## config.mk

```make
export PLATFORM = sky130hd
export DESIGN_NAME = rx_buffer_fill
export DESIGN_NICKNAME = d
export VERILOG_FILES = /design/src/frame_pkg.sv /design/src/rx_buffer_fill.sv
export SDC_FILE = /design/constraint.sdc
export NUM_CORES = 2
export LEC_CHECK = 0
export ABC_CLOCK_PERIOD_IN_PS = 9500
export BUFFER_PORTS_ARGS = -buffer_cell sky130_fd_sc_hd__buf_2
export CAP_MARGIN = 20
export CELL_PAD_IN_SITES_DETAIL_PLACEMENT = 1
export CELL_PAD_IN_SITES_GLOBAL_PLACEMENT = 2
export CORE_AREA = 2 2 612 614
export DETAILED_ROUTE_END_ITERATION = 8
export DIE_AREA = 0 0 614 616
export MAX_ROUTING_LAYER = met4
export PLACE_DENSITY = 0.7
export SLEW_MARGIN = 20
export SYNTH_ARGS = -nofsm -noshare
export SYNTH_HDL_FRONTEND = slang
export SYNTH_SLANG_ARGS = --single-unit
```

## constraint.sdc

```tcl
create_clock -name rx_clk -period 9.5 [get_ports rx_clk]
set_clock_uncertainty 0.15 [all_clocks]
set_input_delay 1.9 -clock rx_clk [delete_from_list [all_inputs] [get_ports rx_clk]]
set_output_delay 1.9 -clock rx_clk [all_outputs]
set_load 0.005 [all_outputs]
```

## src/frame_pkg.sv

```systemverilog
// beat and buffer geometry for the rx packet checker datapath
// imported by every rtl module that touches beats, slots or buffer words

package frame_pkg;

   //////////////////////////////////////////////////
   // beat geometry
   //////////////////////////////////////////////////

   // words carried by one avalon beat
   localparam int lanes = 8;

   localparam int bytes_per_word = 8;

   localparam int word_bits = bytes_per_word * 8;

   // width of the avalon empty field, counted in bytes
   localparam int empty_bits = 6;

   // selects one lane of a beat
   localparam int lane_bits = $clog2(lanes);

   //////////////////////////////////////////////////
   // packet buffer geometry
   //////////////////////////////////////////////////

   // one packet spans two full beats
   localparam int buffer_words = 2 * lanes;

   // slot index plus one spare bit, so all ones can never be a real slot
   localparam int slot_bits = $clog2(buffer_words) + 1;

   //////////////////////////////////////////////////
   // shared types
   //////////////////////////////////////////////////

   typedef logic [word_bits-1:0] word_t;

   // lane 7 is the most significant word and the first received
   typedef word_t [lanes-1:0] beat_t;

   typedef logic [slot_bits-1:0] slot_t;

   typedef logic [lanes-1:0] lane_mask_t;

   typedef logic [buffer_words-1:0] buffer_mask_t;

   // lane that goes to no buffer slot
   localparam slot_t no_slot = '1;

endpackage

```

## src/rx_buffer_fill.sv

```systemverilog
// moves lane words into the 16 word packet buffer
// three stages from slot numbers to buffer: select decode, select encode, write
// outputs are in first received order, slot 0 in the top word

`timescale 1ns/1ps

module rx_buffer_fill
   import frame_pkg::*;
(
   input  logic                       rx_clk,
   input  logic                       rx_arst_local,
   input  slot_t [lanes-1:0]          lane_slots,
   input  beat_t                      lane_data,
   output word_t [buffer_words-1:0]   buffer_data,
   output buffer_mask_t               slot_fresh
);

   lane_mask_t [buffer_words-1:0]     hit_q;
   logic [buffer_words-1:0][lane_bits-1:0] sel_d;
   logic [buffer_words-1:0][lane_bits-1:0] sel_q;
   buffer_mask_t                      src_fresh_q;
   buffer_mask_t                      written_q;
   beat_t                             data_d1;
   beat_t                             data_d2;
   // slot-ordered buffer, slot 0 at index 0
   word_t [buffer_words-1:0]          buffer_q;

   //////////////////////////////////////////////////
   // select array
   //////////////////////////////////////////////////

   always_ff @(posedge rx_clk or posedge rx_arst_local) begin
      if (rx_arst_local) begin
         hit_q       <= '0;
         sel_q       <= '0;
         src_fresh_q <= '0;
         written_q   <= '0;
      end else begin
         // which lanes target each slot
         for (int s = 0; s < buffer_words; s++) begin
            for (int lane = 0; lane < lanes; lane++) begin
               hit_q[s][lane] <= (lane_slots[lane] == slot_t'(s));
            end
         end
         sel_q       <= sel_d;
         for (int s = 0; s < buffer_words; s++) begin
            src_fresh_q[s] <= |hit_q[s];
         end
         written_q   <= src_fresh_q;
      end
   end

   // at most one lane hits a slot per beat, so or-ing lane numbers encodes it
   always_comb begin
      for (int s = 0; s < buffer_words; s++) begin
         sel_d[s] = '0;
         for (int lane = 0; lane < lanes; lane++) begin
            if (hit_q[s][lane]) begin
               sel_d[s] = sel_d[s] | lane_bits'(lane);
            end
         end
      end
   end

   //////////////////////////////////////////////////
   // data delay and buffer write
   //////////////////////////////////////////////////

   always_ff @(posedge rx_clk) begin
      data_d1 <= lane_data;
      data_d2 <= data_d1;
      for (int s = 0; s < buffer_words; s++) begin
         if (src_fresh_q[s]) begin
            buffer_q[s] <= data_d2[sel_q[s]];
         end
      end
   end

   // flip so the first received word is most significant
   always_comb begin
      for (int i = 0; i < buffer_words; i++) begin
         buffer_data[i] = buffer_q[buffer_words-1-i];
         slot_fresh[i]  = written_q[buffer_words-1-i];
      end
   end

endmodule

```

After elaboration in Yosys (flattened, before gate mapping)
Cells that the tools add are included.
Operators by class
  add/subtract/negate cells: 0
  multiply operators: 0
  div/mod/pow operators: 0
  $lt $le $gt $ge: 16
  eq/ne operators: 120
  shift operators: 0
  mux-type cells: 144
  bitwise gates (word level): 0
  reductions and logical operators: 24
Operators by type and width (count)
  $bmux W64 S3: 16
  $mux W64: 16
  $eq A5 B4 Y1 const B: 64
  $mux W3: 64
  $eq A5 B3 Y1 const B: 32
  $reduce_or A8 Y1: 16
  $eq A5 B2 Y1 const B: 16
  $lt A3 B4 Y1 const B: 16
  $mux W2: 32
  $eq A5 B1 Y1 const B: 8
  $logic_not A5 Y1: 8
  $mux W1: 16
Word-level totals
  register bits after elaboration: 2256
  bits in latches: 0
  bits in writable memories: 0
  bits in read-only memories: 0
  memories kept: 0

Logic depth before layout (Yosys ltp)
  word-level depth: 7
  mapped depth: 4
  mapped depth without buffers: 2

Worst setup path after synthesis
OpenSTA, ideal clock, no wires.
  kind: input-to-reg
  start: input port lane_slots[14] (netlist name)
  end: register hit_q[82] (netlist name)
  arrival: 2554 ps
  required time: 9262 ps
  slack: 6708 ps
  stages: 2
  path through: or3b_2 -> nor3b_1
Between the ends
  longest elaborated chain between the ends: 1
Ends and longest elaborated chain
  start: declaration: line rx_buffer_fill.sv:12  | input slot_t [lanes-1:0] lane_slots,
  $eq A5 B4 Y1: line rx_buffer_fill.sv:42  | hit_q[s][lane] <= (lane_slots[lane] == slot_t'(s));
  end signal: indexed assignment: line rx_buffer_fill.sv:42
  end: declaration: line rx_buffer_fill.sv:18  | lane_mask_t [buffer_words-1:0] hit_q;
No other way between the ends.
A chain may end at the register's enable or synchronous reset.

Final worst setup path
  start: register buffer_q, in the netlist buffer_data[195]
  end: output port buffer_data[195] (netlist name)
RTL lines
  start: declaration: line rx_buffer_fill.sv:26  | word_t [buffer_words-1:0] buffer_q;
  start signal: indexed assignment: line rx_buffer_fill.sv:74  | buffer_q[s] <= data_d2[sel_q[s]];
  end: declaration: line rx_buffer_fill.sv:14  | output word_t [buffer_words-1:0] buffer_data,
No word-level cell between the ends.

==> load_flow_metrics.sql <==
INSERT INTO impl_metrics (metric_group, metric, value, unit) VALUES
('timing', 'maxSlewViolCount', '0', ''),
('worst_setup_path', 'worst_setup_path_start_kind', 'flip-flop', ''),
('floorplanning', 'initial_utilization', '32.7', '%'),
('floorplanning', 'pin_count', '1594', ''),
('clock_network', 'numCtsBuffers', '272', ''),
('global_routing', 'global_route_wire_length_before_repair', '767', 'mm'),
('timing', 'timing_worst_slew_pin_value', '1.16', 'ns'),
('routing', 'drt-vias-per-instance', '6.50', ''),
('clock_network', 'ctsResizeCount', '0', ''),
('finish', 'drive_gt1_share', '68.1', '%'),
('worst_setup_path', 'worst_ep_arrival_time', '1.78', 'ns'),
('clock_network', 'tritoncts_clock_tree', 'built', ''),
('synth', 'synth_top_area_cell', 'mux4_2', ''),
('synth', 'postSynthCellCount', '6677', ''),
('synth', 'syn-mean-instance-area', '18.2', 'sq um'),
('routing', 'detailedRoute.firstIterationViolations', '12100', ''),
('routing', 'wirelength', '576', 'mm'),
('finish', 'design_area', '141000', 'sq um'),
('clock_network', 'hold_buffers', '0', ''),
('timing', 'slew-limit-headroom', '22.7', '%'),
('worst_setup_path', 'cp_top_family', 'flip-flops', ''),
('hold_path', 'hold_path_class', 'reg -> reg', ''),
('worst_setup_path', 'worstPathMaxFanout', '1', ''),
('flow_run', 'max_cap_viol_count', '0', ''),
('power', 'cellPowerDensity', '191', 'nW/um^2'),
('floorplanning', 'placement_rows', '224', ''),
('routing', 'drt_drc_violations_left', '0', ''),
('floorplanning', 'dieHeight', '616', 'um'),
('clock_network', 'cts.clk_slew.worst_paths', '0.07', 'ns'),
('clock_network', 'clk_root_buffer_cell', 'clkbuf_16', ''),
('worst_setup_path', 'data_required_time_at_the_worst_endpoint', '7.45', 'ns'),
('global_routing', 'grt_max_degree', '117', ''),
('synth', 'syn_nets', '7231', ''),
('timing', 'final_setup_violations', '0', ''),
('worst_setup_path', 'crit_path_max_incr_delay', '0.65', 'ns'),
('placed_design', 'numPortBuffers', '1593', ''),
('synth', 'post_synth_main_area_contributors', 'mux4_2, edfxtp_1, dfxtp_1', ''),
('global_routing', 'gr-usage-all-layers', '30.5', '%'),
('placed_design', 'placement.cell_area', '131000', 'sq um'),
('clock_network', 'post-cts-setup-buffer-count', '0', ''),
('worst_setup_path', 'setup.worst_path.end_class', 'output pin', ''),
('power', 'post-layout-total-power', '26.8', 'mW'),
('global_routing', 'grt_remaining_overflow', '0', ''),
('synth', 'ys_seq_area_share', '46.6', '%'),
('timing', 'smallest_hold_slack', '0.138', 'ns'),
('placed_design', 'hpwl', '384', 'mm'),
('clock_network', 'worstSkewPairLatency', '0.93', 'ns'),
('synth', 'post_synth_num_cell_types', '27', ''),
('placed_design', 'gp_congestion', '0.911', ''),
('synth', 'synth_top_area_share', '38.0', '%'),
('synth', 'synth-warning-count', '0', ''),
('clock_network', 'clock_tree.htree_level_count', '5', ''),
('power', 'ir_worst_vdd', '0.141', 'mV'),
('finish', 'layout.nets', '8177', ''),
('synth', 'netlist_area', '121000', 'sq um'),
('clock_network', 'max-clock-path-buffers', '4', ''),
('timing', 'fin_crit_sh', '40.4', '%'),
('worst_setup_path', 'critical_path_buf_inv_count', '1', ''),
('floorplanning', 'design.die.area', '378000', 'sq um'),
('worst_setup_path', 'cp_cell_sequence', 'buf_2', ''),
('routing', 'vias', '83600', ''),
('floorplanning', 'die_x', '614', 'um'),
('timing', 'clock.fmax', '261', 'MHz'),
('finish', 'fill_cells', '36900', ''),
('finish', 'finish.utilization', '37.9', '%'),
('timing', 'timing.final.crit_period', '3.83', 'ns'),
('power', 'p_leak', '47.9', 'nW'),
('global_routing', 'via_count_of_the_first_global_routing_pass', '83600', ''),
('routing', 'wire_per_inst', '44.7', 'um'),
('finish', 'area_delta_synth_final', '16.0', '%'),
('routing', 'antenna_viol_nets_final', '0', ''),
('routing', 'drtPass1Iterations', '6', ''),
('clock_network', 'clock_sinks', '2256', ''),
('worst_setup_path', 'worst_path_max_delay_cell', 'edfxtp_1', ''),
('global_routing', 'antenna_found_initial', '61', ''),
('synth', 'synth.ff_latch_count', '2256', ''),
('timing', 'sum_of_negative_setup_slack', '0', 'ns'),
('timing', 'fin_hold_viols', '0', ''),
('worst_setup_path', 'critPathKind', 'reg -> out', ''),
('timing', 'grt_setup_unrepaired', 'no', ''),
('run_status', 'status', 'completed', ''),
('floorplanning', 'floorplan.core_area', '371000', 'sq um');
## synth_stat cells, drive strengths merged
cell,n
dfxtp,1024
nand2,8
nor2b,2
or3b,11
nand3b,5
nor3b,2
buf,411
nor4b,2
nor3,41
and3b,1
or3,6
mux2,1024
and3,4
nand2b,34
nor2,68
dfrtp,208
nand3,1
inv,5
or4,48
nor4,28
mux4,2048
clkbuf,671
or2,1
edfxtp,1024
## per-layer routing
metal | up-vias | track usage (%) | routed length, um
met1 | 46100 | 37.3 | 206000
met3 | 1140 | 6.47 | 60000
met2 | 6724 | 47.3 | 272000
li1 | 29700 | - | -
met5 | - | - | 0
met4 | 0 | 16.6 | 37700
## sequential cells by signal, indices dropped and copies added, names as in the netlist
signal / flops
buffer_data: 1024
data_d1: 512
data_d2: 512
hit_q: 128
sel_q: 48
src_fresh_q: 16
written_q: 16
## layout by cell type (no fill, tap or decap), types with 2 or more instances in the layout
master / n
mux4_2: 2048
buf_2: 1593
mux2_2: 1024
edfxtp_1: 1024
dfxtp_1: 1024
clkbuf_16: 296
buf_4: 151
dfrtp_1: 144
nor2_1: 68
dfrtp_4: 64
clkbuf_1: 50
diode_2: 48
or4_1: 48
clkinv_2: 44
nor3_1: 41
clkbuf_8: 40
nand2b_1: 34
nor4_1: 28
inv_4: 16
or3b_2: 11
clkinv_8: 11
inv_6: 9
clkinv_4: 9
buf_12: 9
nand2_1: 8
bufinv_16: 7
or3_1: 6
inv_16: 6
nand3b_1: 5
inv_1: 4
and3_1: 4
clkinv_1: 4
clkinvlp_4: 3
nor2b_1: 2
nor3b_1: 2
nor4b_1: 2
## cell families (layout without fill, tap and decap cells)
group,after synthesis,in the layout,share of synthesized area (%)
DFF,2256,2256,46.6
buffers and inverters,1087,2254,4.67
other,0,48,0
and+or+nand+nor,262,262,1.24
muxes,3072,3072,47.5
## worst paths after layout
path,startpoint,end,slack (ns),depth (start not counted)
worst max register to register,sel_q[33],buffer_data[310],5.83,4
max in group asynchronous,rx_arst_local,sel_q[20],6.79,3
worst min-delay path,data_d1[111],data_d2[111],0.14,0
worst min register to register,data_d1[111],data_d2[111],0.14,0
min in group asynchronous,rx_arst_local,hit_q[84],1.04,2
worst max-delay path,buffer_data[195],buffer_data[195],5.67,1
## where the power goes
group	internal, mW	total (mW)	leakage [nW]	switching, mW
Clock	6.25	10.9	4.56	4.63
Sequential	10.8	12.0	20.9	1.14
Combinational	2.17	4.00	22.4	1.84
## final cells by class
class                      count  area [sq um]  share of cell area, %
timing repair buffer        1754          9300                   6.61
antenna                       48           120                 0.0854
tap                         4972          6220                   4.42
sequential                  2256         56700                   40.3
clock inverter               109          1020                  0.728
multi-input combinational   3334         59200                   42.0
inverter                       5          26.3                 0.0187
clock buffer                 386          8150                   5.79
## stage by stage
| stage | setup WS (ns) | cells |
|---|---|---|
| floorplan | 1.77 | 6677 |
| global placement | 5.82 | 12300 |
| detailed placement | 5.74 | 12300 |
| CTS | 5.62 | 12800 |
| global route | 5.62 | 12900 |
| finish | 5.67 | 12900 |
(Power assumes the default switching activity.)
